$ cat src/pdh_pkg.sv
package pdh_pkg;

    ////////////////////////////////////////////////////////////
    // Field widths
    ////////////////////////////////////////////////////////////
    localparam int unsigned GPIO_W   = 32;
    localparam int unsigned CMD_W    = 4;
    localparam int unsigned DATA_W   = 26;
    localparam int unsigned ADC_W    = 14;
    localparam int unsigned SAMPLE_W = 16;
    localparam int unsigned DAC_W    = 14;
    localparam int unsigned LED_W    = 8;
    localparam int unsigned CS_SEL_W = 5;

    typedef logic        [GPIO_W-1:0]   gpio_word_t;
    typedef logic        [DATA_W-1:0]   cmd_data_t;
    typedef logic        [ADC_W-1:0]    adc_raw_t;
    typedef logic signed [SAMPLE_W-1:0] sample_t;  // Q1.15 for coefficients
    typedef logic        [DAC_W-1:0]    dac_code_t;
    typedef logic        [LED_W-1:0]    led_t;
    typedef logic        [CS_SEL_W-1:0] cs_sel_t;

    // Codes 7..15 are not listed and act as a full restore
    typedef enum logic [CMD_W-1:0] {
        CMD_IDLE              = 4'd0,
        CMD_SET_LED           = 4'd1,
        CMD_SET_DAC           = 4'd2,
        CMD_GET_ADC           = 4'd3,
        CMD_CHECK_SIGNED      = 4'd4,
        CMD_SET_ROT_COEFFS    = 4'd5,
        CMD_COMMIT_ROT_COEFFS = 4'd6
    } cmd_t;

    ////////////////////////////////////////////////////////////
    // GPIO word layout
    ////////////////////////////////////////////////////////////
    localparam int unsigned STROBE_BIT = 30;
    localparam int unsigned CMD_MSB    = 29;
    localparam int unsigned CMD_LSB    = 26;
    localparam int unsigned CB_CMD_LSB = 28;  // Echoed command in callback

    ////////////////////////////////////////////////////////////
    // Datapath constants
    ////////////////////////////////////////////////////////////
    localparam sample_t   ADC_OFFSET   = 16'sd8192;  // Mid-scale of 14 bit ADC
    localparam sample_t   COEFF_ONE    = 16'sh7FFF;
    localparam dac_code_t DAC_MIDSCALE = 14'h2000;
    localparam int unsigned COEFF_SHIFT = 15;

endpackage

$ cat src/gpio_cmd_sync.sv
`timescale 1ns/1ps

module gpio_cmd_sync #(
    parameter int unsigned SYNC_STAGES = 2
) (
    input  logic                clk,
    input  logic                rst_i,
    input  pdh_pkg::gpio_word_t gpio_i,
    output pdh_pkg::cmd_t       cmd_o,
    output pdh_pkg::cmd_data_t  data_o
);
    import pdh_pkg::*;

    logic [SYNC_STAGES-1:0] sync_r;
    logic                   strobe_d_r;
    logic                   strobe_rise_w;
    gpio_word_t             word_r;

    ////////////////////////////////////////////////////////////
    // Strobe synchronizer and edge detect
    ////////////////////////////////////////////////////////////
    always_ff @(posedge clk or posedge rst_i) begin
        if (rst_i) begin
            sync_r     <= '0;
            strobe_d_r <= 1'b0;
        end else begin
            sync_r     <= {sync_r[SYNC_STAGES-2:0], gpio_i[STROBE_BIT]};
            strobe_d_r <= sync_r[SYNC_STAGES-1];
        end
    end

    assign strobe_rise_w = sync_r[SYNC_STAGES-1] & ~strobe_d_r;

    // Word stays in force until the next strobe
    always_ff @(posedge clk or posedge rst_i) begin
        if (rst_i) begin
            word_r <= '0;  // Decodes as IDLE
        end else if (strobe_rise_w) begin
            word_r <= gpio_i;
        end
    end

    assign cmd_o  = cmd_t'(word_r[CMD_MSB:CMD_LSB]);
    assign data_o = word_r[CMD_LSB-1:0];

endmodule

$ cat src/cmd_regs.sv
`timescale 1ns/1ps

module cmd_regs (
    input  logic               clk,
    input  logic               rst_i,
    input  pdh_pkg::cmd_t      cmd_i,
    input  pdh_pkg::cmd_data_t data_i,
    output pdh_pkg::led_t      led_o,
    output pdh_pkg::dac_code_t dac_dat_o,
    output logic               dac_sel_o,
    output logic               dac_wrt_o,
    output pdh_pkg::sample_t   sin_o,
    output pdh_pkg::sample_t   cos_o,
    output pdh_pkg::sample_t   rot_sin_o,
    output pdh_pkg::sample_t   rot_cos_o
);
    import pdh_pkg::*;

    led_t      led_r, next_led_w;
    sample_t   sin_r, next_sin_w;
    sample_t   cos_r, next_cos_w;
    sample_t   rot_sin_r, next_rot_sin_w;
    sample_t   rot_cos_r, next_rot_cos_w;
    dac_code_t dac_dat_r, next_dac_dat_w;
    logic      dac_sel_r, next_dac_sel_w;
    logic      dac_wrt_r, next_dac_wrt_w;

    ////////////////////////////////////////////////////////////
    // Next state from the latched command
    ////////////////////////////////////////////////////////////
    always_comb begin
        next_led_w     = led_r;
        next_sin_w     = sin_r;
        next_cos_w     = cos_r;
        next_rot_sin_w = rot_sin_r;
        next_rot_cos_w = rot_cos_r;
        next_dac_dat_w = dac_dat_r;
        next_dac_sel_w = dac_sel_r;
        next_dac_wrt_w = dac_wrt_r;

        case (cmd_i)
            CMD_IDLE, CMD_GET_ADC, CMD_CHECK_SIGNED: begin
                // Readback only
            end
            CMD_SET_LED: next_led_w = data_i[7:0];
            CMD_SET_DAC: begin
                next_dac_wrt_w = data_i[15];
                next_dac_sel_w = data_i[14];
                next_dac_dat_w = data_i[13:0];
            end
            CMD_SET_ROT_COEFFS: begin
                if (data_i[16]) begin
                    next_sin_w = data_i[15:0];
                end else begin
                    next_cos_w = data_i[15:0];
                end
            end
            CMD_COMMIT_ROT_COEFFS: begin
                next_rot_sin_w = sin_r;
                next_rot_cos_w = cos_r;
            end
            default: begin  // Undefined codes restore everything
                next_led_w     = '0;
                next_sin_w     = '0;
                next_cos_w     = COEFF_ONE;
                next_rot_sin_w = '0;
                next_rot_cos_w = COEFF_ONE;
                next_dac_dat_w = DAC_MIDSCALE;
                next_dac_sel_w = 1'b0;
                next_dac_wrt_w = 1'b0;
            end
        endcase
    end

    always_ff @(posedge clk or posedge rst_i) begin
        if (rst_i) begin
            led_r     <= '0;
            sin_r     <= '0;
            cos_r     <= COEFF_ONE;
            rot_sin_r <= '0;
            rot_cos_r <= COEFF_ONE;
            dac_dat_r <= DAC_MIDSCALE;
            dac_sel_r <= 1'b0;
            dac_wrt_r <= 1'b0;
        end else begin
            led_r     <= next_led_w;
            sin_r     <= next_sin_w;
            cos_r     <= next_cos_w;
            rot_sin_r <= next_rot_sin_w;
            rot_cos_r <= next_rot_cos_w;
            dac_dat_r <= next_dac_dat_w;
            dac_sel_r <= next_dac_sel_w;
            dac_wrt_r <= next_dac_wrt_w;
        end
    end

    ////////////////////////////////////////////////////////////
    // DAC outputs move half a cycle later
    ////////////////////////////////////////////////////////////
    always_ff @(negedge clk or posedge rst_i) begin
        if (rst_i) begin
            dac_dat_o <= DAC_MIDSCALE;
            dac_sel_o <= 1'b0;
            dac_wrt_o <= 1'b0;
        end else begin
            dac_dat_o <= dac_dat_r;
            dac_sel_o <= dac_sel_r;
            dac_wrt_o <= dac_wrt_r;
        end
    end

    assign led_o     = led_r;
    assign sin_o     = sin_r;
    assign cos_o     = cos_r;
    assign rot_sin_o = rot_sin_r;
    assign rot_cos_o = rot_cos_r;

endmodule

$ cat src/adc_conditioner.sv
`timescale 1ns/1ps

module adc_conditioner (
    input  logic              clk,
    input  logic              rst_i,
    input  pdh_pkg::adc_raw_t adc_a_i,
    input  pdh_pkg::adc_raw_t adc_b_i,
    output pdh_pkg::sample_t  a_o,
    output pdh_pkg::sample_t  b_o
);
    import pdh_pkg::*;

    // Offset removal with inversion, front end is inverting
    function automatic sample_t condition(adc_raw_t raw);
        sample_t code_s;
        code_s = sample_t'({2'b00, raw});
        return ADC_OFFSET - code_s;
    endfunction

    always_ff @(posedge clk or posedge rst_i) begin
        if (rst_i) begin
            a_o <= '0;
            b_o <= '0;
        end else begin
            a_o <= condition(adc_a_i);
            b_o <= condition(adc_b_i);
        end
    end

endmodule

$ cat src/iq_rotator.sv
`timescale 1ns/1ps

module iq_rotator (
    input  logic             clk,
    input  logic             rst_i,
    input  pdh_pkg::sample_t a_i,
    input  pdh_pkg::sample_t b_i,
    input  pdh_pkg::sample_t rot_cos_i,
    input  pdh_pkg::sample_t rot_sin_i,
    output pdh_pkg::sample_t i_o,
    output pdh_pkg::sample_t q_o
);
    import pdh_pkg::*;

    logic signed [31:0] i_full_w, q_full_w;
    logic signed [31:0] i_shift_w, q_shift_w;

    ////////////////////////////////////////////////////////////
    // Rotation by the active angle
    ////////////////////////////////////////////////////////////
    always_comb begin
        i_full_w  = rot_cos_i * a_i - rot_sin_i * b_i;
        q_full_w  = rot_sin_i * a_i + rot_cos_i * b_i;
        i_shift_w = i_full_w >>> COEFF_SHIFT;  // Drop Q15 fraction
        q_shift_w = q_full_w >>> COEFF_SHIFT;
    end

    always_ff @(posedge clk or posedge rst_i) begin
        if (rst_i) begin
            i_o <= '0;
            q_o <= '0;
        end else begin
            i_o <= i_shift_w[15:0];
            q_o <= q_shift_w[15:0];
        end
    end

endmodule

$ cat src/readback_mux.sv
`timescale 1ns/1ps

module readback_mux (
    input  logic                clk,
    input  logic                rst_i,
    input  pdh_pkg::cmd_t       cmd_i,
    input  pdh_pkg::cmd_data_t  data_i,
    input  pdh_pkg::adc_raw_t   adc_a_i,
    input  pdh_pkg::adc_raw_t   adc_b_i,
    input  pdh_pkg::sample_t    a_s_i,
    input  pdh_pkg::sample_t    b_s_i,
    input  pdh_pkg::sample_t    sin_i,
    input  pdh_pkg::sample_t    cos_i,
    input  pdh_pkg::sample_t    rot_sin_i,
    input  pdh_pkg::sample_t    rot_cos_i,
    input  pdh_pkg::sample_t    i_i,
    input  pdh_pkg::sample_t    q_i,
    input  pdh_pkg::led_t       led_i,
    input  pdh_pkg::dac_code_t  dac_dat_i,
    input  logic                dac_sel_i,
    input  logic                dac_wrt_i,
    output pdh_pkg::gpio_word_t callback_o
);
    import pdh_pkg::*;

    cs_sel_t               cs_sel_w;
    sample_t               cs_val_w;
    logic [CB_CMD_LSB-1:0] payload_w;
    logic                  echo_w;
    gpio_word_t            callback_w;

    assign cs_sel_w = data_i[CS_SEL_W-1:0];

    ////////////////////////////////////////////////////////////
    // CHECK_SIGNED value select
    ////////////////////////////////////////////////////////////
    always_comb begin
        case (cs_sel_w)
            5'd0:    cs_val_w = a_s_i;
            5'd1:    cs_val_w = b_s_i;
            5'd2:    cs_val_w = cos_i;      // Staged pair
            5'd3:    cs_val_w = sin_i;
            5'd4:    cs_val_w = rot_cos_i;  // Active pair
            5'd5:    cs_val_w = rot_sin_i;
            5'd6:    cs_val_w = i_i;
            5'd7:    cs_val_w = q_i;
            default: cs_val_w = '0;
        endcase
    end

    ////////////////////////////////////////////////////////////
    // Callback payload per command
    ////////////////////////////////////////////////////////////
    always_comb begin
        payload_w = '0;
        echo_w    = 1'b1;
        case (cmd_i)
            CMD_SET_LED: payload_w[7:0] = led_i;
            CMD_SET_DAC: payload_w[15:0] = {dac_wrt_i, dac_sel_i, dac_dat_i};
            CMD_GET_ADC: payload_w = {adc_b_i, adc_a_i};
            CMD_CHECK_SIGNED: payload_w[20:0] = {cs_sel_w, cs_val_w};
            CMD_SET_ROT_COEFFS: payload_w = {sin_i[15:2], cos_i[15:2]};
            CMD_COMMIT_ROT_COEFFS: payload_w = {q_i[15:2], i_i[15:2]};
            default: echo_w = 1'b0;  // IDLE and undefined codes read zero
        endcase
    end

    assign callback_w = echo_w ? {cmd_i, payload_w} : '0;

    always_ff @(posedge clk or posedge rst_i) begin
        if (rst_i) begin
            callback_o <= '0;
        end else begin
            callback_o <= callback_w;
        end
    end

endmodule

$ cat src/pdh_core.sv
`timescale 1ns/1ps

module pdh_core #(
    parameter int unsigned SYNC_STAGES = 2
) (
    input  logic                clk,
    input  logic                rst_i,
    input  pdh_pkg::adc_raw_t   adc_dat_a_i,
    input  pdh_pkg::adc_raw_t   adc_dat_b_i,
    input  pdh_pkg::gpio_word_t axi_from_ps_i,
    output pdh_pkg::gpio_word_t axi_to_ps_o,
    output pdh_pkg::led_t       led_o,
    output pdh_pkg::dac_code_t  dac_dat_o,
    output logic                dac_sel_o,
    output logic                dac_wrt_o
);
    import pdh_pkg::*;

    cmd_t      cmd_w;
    cmd_data_t data_w;
    sample_t   a_s_w, b_s_w;
    sample_t   sin_w, cos_w;
    sample_t   rot_sin_w, rot_cos_w;
    sample_t   i_feed_w, q_feed_w;

    ////////////////////////////////////////////////////////////
    // Command path
    ////////////////////////////////////////////////////////////
    gpio_cmd_sync #(
        .SYNC_STAGES(SYNC_STAGES)
    ) u_cmd_sync (
        .clk    (clk),
        .rst_i  (rst_i),
        .gpio_i (axi_from_ps_i),
        .cmd_o  (cmd_w),
        .data_o (data_w)
    );

    cmd_regs u_cmd_regs (
        .clk       (clk),
        .rst_i     (rst_i),
        .cmd_i     (cmd_w),
        .data_i    (data_w),
        .led_o     (led_o),
        .dac_dat_o (dac_dat_o),
        .dac_sel_o (dac_sel_o),
        .dac_wrt_o (dac_wrt_o),
        .sin_o     (sin_w),
        .cos_o     (cos_w),
        .rot_sin_o (rot_sin_w),
        .rot_cos_o (rot_cos_w)
    );

    ////////////////////////////////////////////////////////////
    // Signal path, two cycles from ADC to I/Q
    ////////////////////////////////////////////////////////////
    adc_conditioner u_adc_cond (
        .clk     (clk),
        .rst_i   (rst_i),
        .adc_a_i (adc_dat_a_i),
        .adc_b_i (adc_dat_b_i),
        .a_o     (a_s_w),
        .b_o     (b_s_w)
    );

    iq_rotator u_iq_rot (
        .clk       (clk),
        .rst_i     (rst_i),
        .a_i       (a_s_w),
        .b_i       (b_s_w),
        .rot_cos_i (rot_cos_w),
        .rot_sin_i (rot_sin_w),
        .i_o       (i_feed_w),
        .q_o       (q_feed_w)
    );

    readback_mux u_readback (
        .clk        (clk),
        .rst_i      (rst_i),
        .cmd_i      (cmd_w),
        .data_i     (data_w),
        .adc_a_i    (adc_dat_a_i),
        .adc_b_i    (adc_dat_b_i),
        .a_s_i      (a_s_w),
        .b_s_i      (b_s_w),
        .sin_i      (sin_w),
        .cos_i      (cos_w),
        .rot_sin_i  (rot_sin_w),
        .rot_cos_i  (rot_cos_w),
        .i_i        (i_feed_w),
        .q_i        (q_feed_w),
        .led_i      (led_o),
        .dac_dat_i  (dac_dat_o),
        .dac_sel_i  (dac_sel_o),
        .dac_wrt_i  (dac_wrt_o),
        .callback_o (axi_to_ps_o)
    );

endmodule

$ cat config.mk
export PLATFORM = sky130hd
export DESIGN_NAME = pdh_core
export DESIGN_NICKNAME = d
export VERILOG_FILES = /design/src/pdh_pkg.sv /design/src/gpio_cmd_sync.sv /design/src/cmd_regs.sv /design/src/adc_conditioner.sv /design/src/iq_rotator.sv /design/src/readback_mux.sv /design/src/pdh_core.sv
export SDC_FILE = /design/constraint.sdc
export NUM_CORES = 2
export LEC_CHECK = 0
export ABC_AREA = 1
export BUFFER_PORTS_ARGS = -buffer_cell sky130_fd_sc_hd__buf_2
export CELL_PAD_IN_SITES_DETAIL_PLACEMENT = 1
export CELL_PAD_IN_SITES_GLOBAL_PLACEMENT = 2
export CORE_UTILIZATION = 37
export CTS_CLUSTER_DIAMETER = 40
export DETAILED_ROUTE_END_ITERATION = 10
export GPL_TIMING_DRIVEN = 0
export PLACE_DENSITY = 0.86
export SLEW_MARGIN = 20
export SYNTH_ARGS = -nofsm -noshare
export SYNTH_HDL_FRONTEND = slang
export SYNTH_SLANG_ARGS = --single-unit
$ cat constraint.sdc
create_clock -name clk -period 7.22 [get_ports clk]
set_input_delay 1.444 -clock clk [delete_from_list [all_inputs] [get_ports clk]]
set_output_delay 1.444 -clock clk [all_outputs]
set_load 0.1 [all_outputs]
==> impl_metrics.ini <==
[routing]
route.detailed.drc = 0
wire_per_inst_um = 26.4
ant_nets = 0
viasPerCell = 5.15
first_pass_iters = 6
wl_um = 201000
vias = 39200
drt_iter0_drc = 3425

[worst_setup_path]
reg2reg_slack_ns = -0.07
critical_path_class = reg -> reg
path_common_cell = fa_2
crit_cells = 28
critPathArrivalTime_ns = 7.77
slowest_delay_ns = 0.67
ff2ff_path_depth = 28
startpoint_type = register
regToRegEndpoint = u_iq_rot.q_o[15]
crit_fanout = 5
cp-end-kind = register
rr_startpoint = u_adc_cond.b_o[0]
worstPathRequired_ns = 7.71
critical-path-top-delay-family = adder cells
crit_buf_inv = 10
cpMaxStageDelayCell = fa_2

[grt]
grt_use_total = 0.315
grt_start_max_net_pins = 34
grt_pass1_wl_um = 292000
grt.overflow.total = 0
grt_antenna_before_repair = 15
grt_pass1_vias = 42500

[clock_tree]
cts_tree = done
clock-sinks = 222
clockBufferDepth = 3
holdBufCountCts = 0
cts-buffers-inserted = 29
insertion_delay_ns = 0.64
clkTransAtPathRegs_ns = 0.06
clock-root-buffer = clkbuf_16
htree_levels = 1

[floorplanning]
core_um2 = 126000
die_x_um = 360
fp.dieArea_um2 = 129000
pin_count = 118
die_h_um = 360
rows = 130
floorplan.initialDensity = 0.375

[job]
max_cap_violations = 0

[timing]
min_period_ns = 7.29
timing.final.ws_setup_ns = -0.0674
tightest_slew_ns = 1.03
maxSlewHeadroom = 0.311
setup-violations-final = 1
fmaxAchievable_mhz = 137
skew_ns = 0.0377
rsz0062_at_grt = yes
hold_viol_final = 0
fin_crit_sh = 1.01
drv_slew = 0

[place]
dp_hpwl_um = 163000
gp_congestion = 1.01
numPortBuffers = 107

[yosys]
synth_cell_types = 54
syn-instance-count = 5740
synth-warning-count = 0
synth-seq-area-share = 0.118
ys_dominant_reg_cell = dfrtp_1
synth_edf_count = 0
synth_area_leaders = fa_1 (45%), inv_1 (15%), nand2_1 (10%), dfrtp_1 (9.3%), ha_1 (7.0%)
synth_area_leader_cell = fa_1
ys_ff_latch = 222
avgSynthCellArea_um2 = 8.24
synth_area_um2 = 47300
netlist_top_cells_count = inv_1 (1903), nand2_1 (1275), fa_1 (1056)
syn_nets = 7121
synth.most_common_cell = inv_1
synthArstFlopShare = 1.00
synth_top_area_share = 0.447

[final_layout]
area_growth_syn_to_layout_pct = 12.8
final_nets = 7318
drive_gt1_frac = 0.114
final_core_util = 0.423

[worst_hold_path]
hold_depth = 0
holdCritStartpoint = u_cmd_sync.sync_r[0]
hold_end = u_cmd_sync.sync_r[1]
hp-class = reg -> reg

[status]
violations = negative setup slack
status = finished, violations left
stage by stage:
| step | instances | TNS, ns | worst slack [ns] | hold slack (ns) | area (µm²) |
|---|---|---|---|---|---|
| floorplan | 5740 | -8.57 | -0.571 | 0.331 | 47300 |
| global placement | 7497 | -75.88 | -2.55 | 0.335 | 49900 |
| detailed placement | 7507 | -43.28 | -2.33 | 0.354 | 50200 |
| CTS | 7565 | -0.114 | -0.0612 | 0.369 | 52300 |
| global route | 7610 | -1.32 | -0.182 | 0.379 | 53300 |
| finish | 7617 | -0.0674 | -0.0674 | 0.365 | 53400 |
worst register-to-register path, delay by kind of cell (launching register included):
kind | cells | cell delay [ns]
buf+inv | 10 | 1.10
simple gates | 8 | 0.71
fa+ha+maj | 9 | 4.82
compound gates | 1 | 0.05
flops | 1 | 0.50
how the worst max path moves through the flow:
stage                       from                 endpoint  slack [ns]
5_1_grt        u_adc_cond.b_o[0]         u_iq_rot.q_o[15]       -0.18
2_1_floorplan              rst_i  u_cmd_regs.dac_dat_o[0]       -0.57
4_1_cts        u_adc_cond.b_o[1]          u_iq_rot.q_o[9]       -0.06
6_report       u_adc_cond.b_o[0]         u_iq_rot.q_o[15]       -0.07
3_3_place_gp   u_adc_cond.b_o[1]         u_iq_rot.q_o[15]       -2.55
3_5_place_dp   u_adc_cond.b_o[2]         u_iq_rot.q_o[15]       -2.33
what timing repair did:
| action | CTS | global route |
|---|---|---|
| cloned | 0 | 0 |
| resized for setup | 366 | 324 |
| buffers inserted | 29 | 47 |
| endpoints found under the setup margin | 32 | 32 |
| pin swaps | 14 | 59 |
placed cells by master (no fill, tap or decap), drive strengths merged, types with 6 or more instances in the layout:
cell type and n:
o21ai 73, clkbuf 149, clkinv 13, inv 1904, buf 303, ha 263, o211ai 11, diode 7
xnor2 23, dfstp 32, xor2 46, dfrtp 175, nand4 21, nand3 78, o221ai 10, a221oi 6
o22ai 109, fa 1056, nor3 18, a21oi 113, nand2 1278, a22oi 15, clkinvlp 9, dfrtn 15
a21o 8, nor2 197
layout make-up:
cell class              count  area, µm²
well taps                1650       2060
flip-flops and latches    222       5660
multi-input cells        3359      34200
inverters                1909       7200
plain buffers             222       1800
repair buffers            193       1370
clock buffers              37        806
diodes                      7       17.5
fillers                 15100      72900
clock inverters            18        209
routing by layer:
| layer | global-route usage | wire (µm) |
|---|---|---|
| met3 | 0.0561 | 17400 |
| met2 | 0.476 | 87100 |
| met4 | 0.180 | 13800 |
| met1 | 0.426 | 82500 |
| met5 | 0 | 40 |
cell families after synthesis:
group / share of synthesized area
AO/OA/AOI/OAI: 0.0459
XOR/XNOR: 0.0128
adder cells (fa/ha/maj): 0.516
buffers and inverters: 0.172
flip-flops: 0.118
multiplexers: 0.000238
other: 0.0000792
AND/OR/NAND/NOR: 0.134
state kept, by name, indices dropped and copies added (netlist names), 16 cells and up:
register / count
u_cmd_regs.rot_cos_o: 16
u_iq_rot.q_o: 16
u_cmd_regs.sin_o: 16
u_iq_rot.i_o: 16
u_cmd_sync.word_r: 21
u_readback.callback_o: 32
u_cmd_regs.cos_o: 16
u_cmd_regs.rot_sin_o: 16
Power is not shown: default switching activity piles up to over one toggle a cycle in this logic, so the estimate is an artifact.
